[src/hw/adc_mon_consts.svh]
`ifndef ADC_MON_CONSTS_SVH
`define ADC_MON_CONSTS_SVH

// converter sample width, signed two's complement
`define ADC_MON_ADC_BITS 14

// default window counter width
// 16 bits gives a window of 65536 adc_clk cycles
`define ADC_MON_WIN_BITS 16

// width of the level event counter
`define ADC_MON_CNT_BITS 32

// width of the host command data word
`define ADC_MON_WORD_BITS 32

// opcode field width on the command port
`define ADC_MON_OP_BITS 3

`endif

[src/hw/adc_mon_pkg.sv]
`default_nettype none

`include "adc_mon_consts.svh"

package adc_mon_pkg;

    // raw converter sample
    typedef logic signed [`ADC_MON_ADC_BITS-1:0] adc_sample_t;

    // magnitude drops the sign bit, full scale saturates to all ones
    typedef logic [`ADC_MON_ADC_BITS-2:0] adc_mag_t;

    // level event count as seen by the host
    typedef logic [`ADC_MON_CNT_BITS-1:0] level_count_t;

    // data word carried with a command strobe
    typedef logic [`ADC_MON_WORD_BITS-1:0] cmd_word_t;

    // host opcodes
    // codes 4 to 7 are not assigned and answer with an error
    typedef enum logic [`ADC_MON_OP_BITS-1:0] {
        OP_NOP       = 3'd0,
        OP_FREEZE    = 3'd1,
        OP_SET_MASK  = 3'd2,
        OP_SET_LEVEL = 3'd3
    } cmd_op_t;

endpackage

`default_nettype wire

[src/hw/ovfl_window_timer.sv]
`default_nettype none

`include "adc_mon_consts.svh"

module ovfl_window_timer #(
    parameter int WIN_BITS = `ADC_MON_WIN_BITS
) (
    input  wire  adc_clk,
    input  wire  rst_n,
    output logic window_end
);

    // free running, wraps through zero after the all ones count
    logic [WIN_BITS-1:0] win_cnt;

    //////////////////////////////
    // window counter
    //////////////////////////////

    always_ff @(posedge adc_clk)
    begin
        if (!rst_n)
        begin
            win_cnt <= '0;
        end
        else
        begin
            win_cnt <= win_cnt + 1'b1;
        end
    end

    // last cycle of the window
    assign window_end = (win_cnt == {WIN_BITS{1'b1}});

    // windows are at least two cycles long
    a_window_end_single: assert property (@(posedge adc_clk) disable iff (!rst_n)
        window_end |=> !window_end);

endmodule

`default_nettype wire

[src/hw/ovfl_detector.sv]
`default_nettype none

`include "adc_mon_consts.svh"

module ovfl_detector #(
    parameter int WIN_BITS = `ADC_MON_WIN_BITS
) (
    input  wire                          adc_clk,
    input  wire                          rst_n,
    input  wire                          adc_ovfl,
    input  wire                          window_end,
    input  wire                          mask_load,
    input  wire adc_mon_pkg::cmd_word_t  held_word,
    output logic                         ovfl_flag
);

    // flagged samples in the current window
    // the last window cycle is never counted so WIN_BITS always holds the total
    logic [WIN_BITS-1:0] ovfl_acc;

    // host mask, picks which accumulator bits raise the flag
    logic [WIN_BITS-1:0] ovfl_mask;

    //////////////////////////////
    // mask register
    //////////////////////////////

    always_ff @(posedge adc_clk)
    begin
        if (!rst_n)
        begin
            ovfl_mask <= '0;
        end
        else if (mask_load)
        begin
            ovfl_mask <= held_word[WIN_BITS-1:0];
        end
    end

    //////////////////////////////
    // accumulate and judge
    //////////////////////////////

    always_ff @(posedge adc_clk)
    begin
        if (!rst_n)
        begin
            ovfl_acc  <= '0;
            ovfl_flag <= 1'b0;
        end
        else if (window_end)
        begin
            // sample at the window edge is dropped
            ovfl_flag <= |(ovfl_acc & ovfl_mask);
            ovfl_acc  <= '0;
        end
        else
        begin
            ovfl_flag <= 1'b0;
            ovfl_acc  <= ovfl_acc + {{(WIN_BITS-1){1'b0}}, adc_ovfl};
        end
    end

    // flag pulse lines up with the timer window edge
    a_flag_after_window: assert property (@(posedge adc_clk) disable iff (!rst_n)
        ovfl_flag |-> $past(window_end));

endmodule

`default_nettype wire

[src/hw/level_counter.sv]
`default_nettype none

`include "adc_mon_consts.svh"

module level_counter (
    input  wire                            adc_clk,
    input  wire                            rst_n,
    input  wire adc_mon_pkg::adc_sample_t  adc_data,
    input  wire                            adc_ovfl,
    input  wire                            level_load,
    input  wire adc_mon_pkg::cmd_word_t    held_word,
    output adc_mon_pkg::level_count_t      adc_count
);

    localparam int MSB = `ADC_MON_ADC_BITS - 1;

    logic [MSB:0]           adc_abs;
    adc_mon_pkg::adc_mag_t  adc_mag;
    logic                   lvl_mode;
    adc_mon_pkg::adc_mag_t  lvl_thresh;
    logic                   lvl_hit;

    //////////////////////////////
    // sample magnitude
    //////////////////////////////

    always_comb
    begin
        adc_abs = adc_data[MSB] ? -adc_data : adc_data;
        // only the most negative code leaves the top bit set after negation
        if (adc_abs[MSB])
        begin
            adc_mag = '1;
        end
        else
        begin
            adc_mag = adc_abs[MSB-1:0];
        end
    end

    // mode 0 compares magnitude, mode 1 follows the converter flag
    assign lvl_hit = lvl_mode ? adc_ovfl : (adc_mag >= lvl_thresh);

    //////////////////////////////
    // mode and threshold
    //////////////////////////////

    // word layout is mode in bit 13 and threshold in bits 12:0
    always_ff @(posedge adc_clk)
    begin
        if (!rst_n)
        begin
            lvl_mode   <= 1'b0;
            lvl_thresh <= '0;
        end
        else if (level_load)
        begin
            lvl_mode   <= held_word[MSB];
            lvl_thresh <= held_word[MSB-1:0];
        end
    end

    //////////////////////////////
    // event counter
    //////////////////////////////

    // a load clears the count, counting restarts on the next edge
    always_ff @(posedge adc_clk)
    begin
        if (!rst_n)
        begin
            adc_count <= '0;
        end
        else if (level_load)
        begin
            adc_count <= '0;
        end
        else if (lvl_hit)
        begin
            adc_count <= adc_count + 1'b1;
        end
    end

    a_count_step: assert property (@(posedge adc_clk) disable iff (!rst_n)
        1'b1 |=> ((adc_count == $past(adc_count))
              || (adc_count == $past(adc_count) + 1'b1)
              || ($past(level_load) && (adc_count == '0))));

endmodule

`default_nettype wire

[src/hw/cmd_sequencer.sv]
`default_nettype none

`include "adc_mon_consts.svh"

module cmd_sequencer (
    input  wire                          adc_clk,
    input  wire                          rst_n,
    input  wire                          cmd_valid,
    input  wire adc_mon_pkg::cmd_op_t    cmd_op,
    input  wire adc_mon_pkg::cmd_word_t  cmd_data,
    output adc_mon_pkg::cmd_word_t       held_word,
    output logic                         mask_load,
    output logic                         level_load,
    output logic                         cmd_err
);

    // IDLE waits for a freeze, HELD has a word ready for one set command
    typedef enum logic {
        IDLE = 1'b0,
        HELD = 1'b1
    } seq_state_t;

    seq_state_t state_q;
    seq_state_t state_d;
    logic       mask_load_d;
    logic       level_load_d;
    logic       cmd_err_d;

    //////////////////////////////
    // next state decode
    //////////////////////////////

    always_comb
    begin
        state_d      = state_q;
        mask_load_d  = 1'b0;
        level_load_d = 1'b0;
        cmd_err_d    = 1'b0;
        if (cmd_valid)
        begin
            case (cmd_op)
                adc_mon_pkg::OP_NOP:
                begin
                    state_d = state_q;
                end
                // a repeated freeze just refreshes the word and stays in HELD
                adc_mon_pkg::OP_FREEZE:
                begin
                    state_d = HELD;
                end
                adc_mon_pkg::OP_SET_MASK:
                begin
                    if (state_q == HELD)
                    begin
                        mask_load_d = 1'b1;
                        state_d     = IDLE;
                    end
                    else
                    begin
                        // set without a frozen word
                        cmd_err_d = 1'b1;
                    end
                end
                adc_mon_pkg::OP_SET_LEVEL:
                begin
                    if (state_q == HELD)
                    begin
                        level_load_d = 1'b1;
                        state_d      = IDLE;
                    end
                    else
                    begin
                        cmd_err_d = 1'b1;
                    end
                end
                // unassigned opcode, state is kept
                default:
                begin
                    cmd_err_d = 1'b1;
                end
            endcase
        end
    end

    //////////////////////////////
    // state and pulse registers
    //////////////////////////////

    // pulses are high for the single cycle after the command edge
    always_ff @(posedge adc_clk)
    begin
        if (!rst_n)
        begin
            state_q    <= IDLE;
            mask_load  <= 1'b0;
            level_load <= 1'b0;
            cmd_err    <= 1'b0;
        end
        else
        begin
            state_q    <= state_d;
            mask_load  <= mask_load_d;
            level_load <= level_load_d;
            cmd_err    <= cmd_err_d;
        end
    end

    // freeze captures the data word in either state
    always_ff @(posedge adc_clk)
    begin
        if (cmd_valid && (cmd_op == adc_mon_pkg::OP_FREEZE))
        begin
            held_word <= cmd_data;
        end
    end

    // every load pulse follows a cycle spent in HELD
    a_load_after_freeze: assert property (@(posedge adc_clk) disable iff (!rst_n)
        (mask_load || level_load) |-> ($past(state_q) == HELD));

endmodule

`default_nettype wire

[src/hw/adc_mon_top.sv]
`default_nettype none

`include "adc_mon_consts.svh"

module adc_mon_top #(
    parameter int WIN_BITS = `ADC_MON_WIN_BITS
) (
    input  wire                             adc_clk,
    input  wire                             rst_n,

    // converter side
    input  wire adc_mon_pkg::adc_sample_t   adc_data,
    input  wire                             adc_ovfl,

    // host command port, strobed in the adc_clk domain
    input  wire                             cmd_valid,
    input  wire adc_mon_pkg::cmd_op_t       cmd_op,
    input  wire adc_mon_pkg::cmd_word_t     cmd_data,

    // results
    output wire                             ovfl_flag,
    output wire adc_mon_pkg::level_count_t  adc_count,
    output wire                             cmd_err
);

    // word captured by the last freeze
    wire adc_mon_pkg::cmd_word_t held_word;
    wire                         mask_load;
    wire                         level_load;
    wire                         window_end;

    //////////////////////////////
    // host command sequencing
    //////////////////////////////

    cmd_sequencer cmd_sequencer_i (
        .adc_clk    (adc_clk),
        .rst_n      (rst_n),
        .cmd_valid  (cmd_valid),
        .cmd_op     (cmd_op),
        .cmd_data   (cmd_data),
        .held_word  (held_word),
        .mask_load  (mask_load),
        .level_load (level_load),
        .cmd_err    (cmd_err)
    );

    //////////////////////////////
    // overflow detection
    //////////////////////////////

    ovfl_window_timer #(
        .WIN_BITS   (WIN_BITS)
    ) ovfl_window_timer_i (
        .adc_clk    (adc_clk),
        .rst_n      (rst_n),
        .window_end (window_end)
    );

    ovfl_detector #(
        .WIN_BITS   (WIN_BITS)
    ) ovfl_detector_i (
        .adc_clk    (adc_clk),
        .rst_n      (rst_n),
        .adc_ovfl   (adc_ovfl),
        .window_end (window_end),
        .mask_load  (mask_load),
        .held_word  (held_word),
        .ovfl_flag  (ovfl_flag)
    );

    //////////////////////////////
    // level detection
    //////////////////////////////

    level_counter level_counter_i (
        .adc_clk    (adc_clk),
        .rst_n      (rst_n),
        .adc_data   (adc_data),
        .adc_ovfl   (adc_ovfl),
        .level_load (level_load),
        .held_word  (held_word),
        .adc_count  (adc_count)
    );

endmodule

`default_nettype wire

[config.mk]
export PLATFORM = sky130hd
export DESIGN_NAME = adc_mon_top
export DESIGN_NICKNAME = d
export VERILOG_FILES = /design/src/hw/adc_mon_pkg.sv /design/src/hw/ovfl_window_timer.sv /design/src/hw/ovfl_detector.sv /design/src/hw/level_counter.sv /design/src/hw/cmd_sequencer.sv /design/src/hw/adc_mon_top.sv
export VERILOG_INCLUDE_DIRS = /design/src /design/src/hw
export SDC_FILE = /design/constraint.sdc
export NUM_CORES = 1
export LEC_CHECK = 0
export BUFFER_PORTS_ARGS = -buffer_cell sky130_fd_sc_hd__buf_2
export CORE_ASPECT_RATIO = 1.4
export CORE_MARGIN = 2
export CORE_UTILIZATION = 40
export CTS_CLUSTER_DIAMETER = 120
export DETAILED_ROUTE_END_ITERATION = 10
export GPL_TIMING_DRIVEN = 0
export SLEW_MARGIN = 20
export SYNTH_ARGS = -nofsm -noshare
export SYNTH_HDL_FRONTEND = slang
export SYNTH_SLANG_ARGS = --single-unit
[constraint.sdc]
create_clock -name adc_clk -period 4.76 [get_ports adc_clk]
set_input_delay 0 -clock adc_clk [delete_from_list [all_inputs] [get_ports adc_clk]]
set_output_delay 0 -clock adc_clk [all_outputs]
set_load 0.1 [all_outputs]
==> metrics.csv, run 1 <==
metric,value,unit
cts.reportedPaths.clkPinSlew,0.05,ns
ys_async_sr_fraction,0,%
gr-usage-met3,5.50,%
holdPathEnd,cmd_sequencer_i.level_load$_SDFF_PN0_,
path_class,primary input to register,
rrSetupSlack,1.85,ns
cp.arrival,4.20,ns
skew,0.00576,ns
synth_edf_count,16,
ff_latch_area,2460,sq um
vias_per_cell,5.21,
postCtsSetupBuffers,0,
finalCriticalPeriod,3.87,ns
status,completed,
synth_top_area_share,37.0,%
fin_nets,765,
critPathRequiredTime,5.09,ns
hold_path_depth,4,
die_h,141,um
area_growth,26.4,%
clkSinkCount,115,
vias,4634,
leakage,0.00251,uW
postPlaceCellArea,5940,sq um
fin_tns_setup,0,ns
relSlewSlack,45.6,%
synth_area_leaders,"dfxtp_1 37%, edfxtp_1 9.0%, mux2i_1 5.8%",
reg2reg_from,level_counter_i.lvl_thresh[2]$_SDFFE_PN0P_,
core-area,13200,sq um
antenna_found_initial,2,
drt_iter0_drc,270,
cpPeakStageDelay,0.56,ns
period_share,81.4,%
grt_use_met1,21.3,%
avgRoutedWirePerCell,15.1,um
p_total,2500,uW
drive_gt1_share,16.5,%
grt_remaining_overflow,0,
multiInputGateArea,2690,sq um
clockBufferDepth,2,
grt_max_degree,17,
syn_inst,582,
min_path_type,primary input to register,
globalRouteTotalUtil,19.7,%
netlist_area,5360,sq um
postCtsHoldBufs,23,
crit_chain,buf_2 -> or3_1 -> or4_1 -> nor3_2 -> nand3_2 -> nand2_1 -> ha_1 -> a21oi_1 -> o21ai_0 -> a31oi_1 -> o311a_4 -> clkbuf_1 -> clkbuf_1 -> o31ai_1 -> a21oi_1,
hold_start,cmd_op[1],
grt_pass1_vias,4624,
hold_viol_final,0,
clk_latency,0.41,ns
ys_seq_elements,115,
top_usage_layer,met2,
yosysSeqAreaShare,46.0,%
met2_usage,35.1,%
drv_slew,0,
critPathSlowestCell,or4_1,
yosys.area.top_type,dfxtp_1,
cts-root-buf,clkbuf_16,
dieArea,14300,sq um
endpoint_kind,register,
fill_cells,1203,
place.port_buffers,70,
post-route-drc-count,0,
synth.top_cells.by_count,"99 x dfxtp_1, 79 x nor2_1, 46 x nand2_1",
critPathLaunch,adc_data[3],
power_density,369,nW/um^2
finalWeightedCongestion,0.856,
rr_endpoint,level_counter_i.adc_count[29]$_SDFFE_PP0P_,
die_width,102,um
routed_wl,13400,um
cts_resized,0,
start_util,40.6,%
rsz0062_at_grt,no,
syn_avg_cell_area,9.21,sq um
drt_first_pass_iters,4,
maxCapViolations,0,
cts_tree,done,
dp_hpwl,9920,um
critPathBufInv,3,
max_slew.worst_pin.slew,0.816,ns
yosysMostFrequentCell,dfxtp_1,
fin_area,6770,sq um
synth_flop_cell,dfxtp_1,
final_util,51.3,%
max_freq,258,MHz
grt_pass1_wl,22300,um
num_rows,50,
setup_violations,0,
synth_nets,653,
yosys_warnings,0,
ys_types,53,
start_kind,primary input,
htree_levels,4,
ir_drop,0.000235,V
cp_top_family,simple AND/OR/NAND/NOR gates,
ios,87,
reg2reg_depth,10,
ant_nets,0,
cp_max_fo,10,
numCtsBuffers,17,
==> power by group <==
part	leakage, uW	internal, uW	switching (uW)	total, uW
clock	0.000291	835	449	1280
combinational	0.00128	71.5	131	202
sequential	0.000944	999	13.2	1010
==> cell type report <==
type                       instances  area share (%)
antenna                            1          0.0369
buffer                            25            1.63
clock buffer                      19            6.54
clock inverter                    13            2.35
inverter                          26            1.44
multi-input combinational        416            39.7
sequential                       115            36.4
tap                              182            3.36
timing repair buffer              93            8.57
==> cells in the final DEF (no fill, tap or decap), types with 7 or more instances in the layout <==
master	Yosys	layout
a21oi_1	35	35
buf_2	1	71
clkbuf_1	18	19
clkbuf_16	0	17
dfxtp_1	99	99
dlygate4sd3_1	0	23
edfxtp_1	16	16
ha_1	18	18
inv_1	26	26
mux2i_1	31	31
nand2_1	46	46
nand3_1	23	23
nand4_1	12	12
nor2_1	79	78
nor4_1	7	7
o21ai_0	13	13
o31ai_1	22	22
or3_1	8	8
or4_1	20	20
xnor2_1	12	12
xor2_1	24	24
==> state kept, by name, indices dropped and copies added (netlist names) <==
name                         flops
level_counter_i.adc_count       32
cmd_sequencer_i.held_word       16
ovfl_detector_i.ovfl_acc        16
ovfl_detector_i.ovfl_mask       16
ovfl_window_timer_i.win_cnt     16
level_counter_i.lvl_thresh      13
cmd_sequencer_i.cmd_err          1
cmd_sequencer_i.level_load       1
cmd_sequencer_i.mask_load        1
cmd_sequencer_i.state_q          1
level_counter_i.lvl_mode         1
ovfl_detector_i.ovfl_flag        1
==> per-layer routing <==
metal,vias to the layer above,share of wire (%)
met4,2,2.1
met1,2176,40
met2,126,53
met5,-,0.097
li1,2308,-
met3,22,4.9
==> worst min-delay path, delay by kind of cell <==
kind,cells,cell delay (ns)
and+or+nand+nor,3,0.31
buffers and inverters,1,0.11
==> worst max path at each step <==
| stage | cells after the start | slack [ns] | end |
|---|---|---|---|
| detailed placement | 15 | 0.49 | level_counter_i.adc_count[29]$_SDFFE_PP0P_ |
| global placement | 15 | 0.53 | level_counter_i.adc_count[23]$_SDFFE_PP0P_ |
| CTS | 15 | 0.90 | level_counter_i.adc_count[29]$_SDFFE_PP0P_ |
| finish | 15 | 0.89 | level_counter_i.adc_count[29]$_SDFFE_PP0P_ |
| global route | 15 | 0.66 | level_counter_i.adc_count[4]$_SDFFE_PP0P_ |
| floorplan | 14 | 1.33 | level_counter_i.adc_count[19]$_SDFFE_PP0P_ |
==> per-stage QoR <==
step / cells / setup WS [ns] / hold slack [ns]
4_1_cts: 889 / 0.900 / 0.0146
6_report: 890 / 0.887 / 0.0615
3_5_place_dp: 834 / 0.494 / 0.178
5_1_grt: 889 / 0.660 / 0.0796
2_1_floorplan: 582 / 1.33 / 0.0724
3_3_place_gp: 834 / 0.529 / 0.178
==> kinds of logic after synthesis <==
| group | Yosys count | share of synthesized area (%) |
|---|---|---|
| fa+ha+maj | 18 | 4.20 |
| mux | 32 | 6.00 |
| xor+xnor | 36 | 5.89 |
| compound gates | 99 | 12.1 |
| simple gates | 231 | 22.0 |
| flops | 115 | 46.0 |
| buf+inv | 51 | 3.88 |
Note: power is estimated with default switching activity, not from simulation.
==> inputs of run 2 (changes only) <==
- clock period: 4.76 -> 3.8 ns (I/O delays scaled with it)
==> metrics.csv, run 2 (synthesis gave the netlist of run 1 again) <==
metric,value,unit,change
status,completed,,
num_rows,50,,unchanged
post-route-drc-count,0,,unchanged
hold_viol_final,0,,unchanged
clkPwrFrac,51.4,%,about the same
hold_path_depth,2,,-2
clk_latency,0.41,ns,about the same
min_path_type,primary input to register,,
max_slew.worst_pin.slew,0.816,ns,-0.0000719 ns
largest_register_ffs,32,,unchanged
period_share,91.0,%,
ios,87,,unchanged
grt_remaining_overflow,0,,unchanged
clkSinkCount,115,,unchanged
rr_endpoint,level_counter_i.adc_count[2]$_SDFFE_PP0P_,,
endpoint_kind,register,,
max_freq,289,MHz,
core-area,13200,sq um,unchanged
ir_drop,0.000295,V,+25%
cts.reportedPaths.clkPinSlew,0.06,ns,about the same
setup_violations,0,,unchanged
cp_max_fo,12,,+2
clockBufferDepth,2,,unchanged
start_kind,primary input,,
ant_nets,0,,unchanged
grt_pass1_wl,22300,um,about the same
layout_common_cells,"99 x dfxtp_1, 78 x nor2_1, 71 x buf_2, 46 x nand2_1, 35 x a21oi_1",,
vias,4631,,-0.065%
reg2reg_from,level_counter_i.lvl_thresh[12]$_SDFFE_PN0P_,,
skew,0.00765,ns,+0.00189 ns
p_total,3130,uW,+25%
start_util,40.6,%,unchanged
finalWeightedCongestion,0.856,,unchanged
avgRoutedWirePerCell,15.1,um,about the same
fill_cells,1204,,+0.083%
postPlaceCellArea,5940,sq um,unchanged
die_width,102,um,unchanged
cts-root-buf,clkbuf_16,,
drt_iter0_drc,229,,-15%
globalRouteTotalUtil,19.7,%,unchanged
htree_levels,4,,unchanged
area_growth,26.4,%,about the same
grt_pass1_vias,4620,,-0.087%
grt_max_degree,17,,unchanged
reg2reg_depth,9,,-1
maxCapViolations,0,,unchanged
sw_frac_of_total,23.7,%,about the same
drt_first_pass_iters,4,,unchanged
fin_nets,764,,-0.13%
critPathRequiredTime,4.10,ns,-0.99 ns
hold_start,cmd_op[1],,
holdPathEnd,cmd_sequencer_i.held_word[1]$_DFFE_PP_,,
power_density,462,nW/um^2,+25%
numCtsBuffers,17,,unchanged
p_int,2390,uW,+25%
ff_latch_area,2460,sq um,unchanged
relSlewSlack,45.6,%,about the same
cts_tree,done,,
finalCriticalPeriod,3.46,ns,
final_common_cell,dfxtp_1,,
die_h,141,um,unchanged
pwr-share-comb,8.1,%,about the same
netSwitchingPower,742,uW,+25%
multiInputGateArea,2690,sq um,unchanged
antenna_found_initial,2,,unchanged
place.port_buffers,70,,unchanged
largest_register,level_counter_i.adc_count,,
path_class,primary input to register,,
vias_per_cell,5.21,,about the same
drive_gt1_share,16.9,%,+0.31 points
drv_slew,0,,unchanged
pwr-share-seq,40.5,%,about the same
routed_wl,13400,um,-0.15%
leakage,0.00252,uW,+0.21%
cp.arrival,3.76,ns,-0.44 ns
rsz0062_at_grt,no,,
fin_area,6770,sq um,about the same
dp_hpwl,9920,um,unchanged
dieArea,14300,sq um,unchanged
rrSetupSlack,1.30,ns,-0.55 ns
-- run 2: changes by cell type in the layout (fill, tap and decap cells not counted), sizes merged --
cell / previous run / this run
clkbuf: 37 / 36
-- run 2: what timing repair did --
action | in CTS | in global routing
setup buffers | 0 | 0
resized for setup | 2 | 0
hold buffers | 23 | 0
setup endpoints to repair | 13 | 20
hold endpoints to repair | 23 | 0
-- run 2: critical path: stages --
cell     delay (ns)
buf_2          0.12
or3_1          0.42
or4_1          0.56
nor3_2         0.31
nand3_2        0.25
nand2_1        0.13
ha_1           0.24
a21oi_1        0.14
o21ai_0        0.09
a31oi_1        0.41
o311a_4        0.37
buf_6          0.17
buf_2          0.25
nor4_1         0.09
o21a_1         0.19
-- run 2: how the worst max path moves through the flow --
stage                      startpoint                                         end  cells after the start
after CTS                 adc_data[3]  level_counter_i.adc_count[29]$_SDFFE_PP0P_                     15
final                     adc_data[3]  level_counter_i.adc_count[31]$_SDFFE_PP0P_                     15
after detailed placement  adc_data[3]  level_counter_i.adc_count[29]$_SDFFE_PP0P_                     15
after floorplan           adc_data[3]  level_counter_i.adc_count[19]$_SDFFE_PP0P_                     14
after global placement    adc_data[3]  level_counter_i.adc_count[23]$_SDFFE_PP0P_                     15
after global routing      adc_data[3]  level_counter_i.adc_count[31]$_SDFFE_PP0P_                     15
-- run 2: power by group through the flow --
stage	clock network [uW]	logic [uW]	registers (uW)
finish	1610	253	1270
global route	1700	282	1270
CTS	1640	255	1270
detailed placement	0	236	1290
global placement	0	231	1290
floorplan	0	119	1330
-- run 2: layout make-up --
cell class	count	share of cell area, %
plain buffers	24	1.61
clock inverters	13	2.35
clock buffers	19	6.54
diodes	1	0.0370
repair buffers	93	8.57
well taps	182	3.36
multi-input cells	416	39.7
flip-flops and latches	115	36.4
inverters	26	1.44
-- run 2: through the flow --
stage | setup slack [ns] | util [%] | TNS [ns] | hold WS (ns) | instances
after CTS | 0.114 | 51.3 | 0 | 0.0146 | 889
final | 0.341 | 51.3 | 0 | 0.0599 | 889
after global routing | 0.125 | 51.3 | 0 | 0.0796 | 888
after global placement | -0.431 | 45.0 | -7.73 | 0.178 | 834
after detailed placement | -0.466 | 45.0 | -8.31 | 0.178 | 834
after floorplan | 0.366 | - | 0 | 0.0724 | 582
-- run 2: routing by layer --
layer / vias up / track usage (%) / wire length, um
met2: 120 / 35.2 / 7050
li1: 2308 / - / -
met1: 2178 / 21.3 / 5390
met3: 23 / 5.50 / 654
met5: - / 0 / 13
met4: 2 / 8.49 / 299
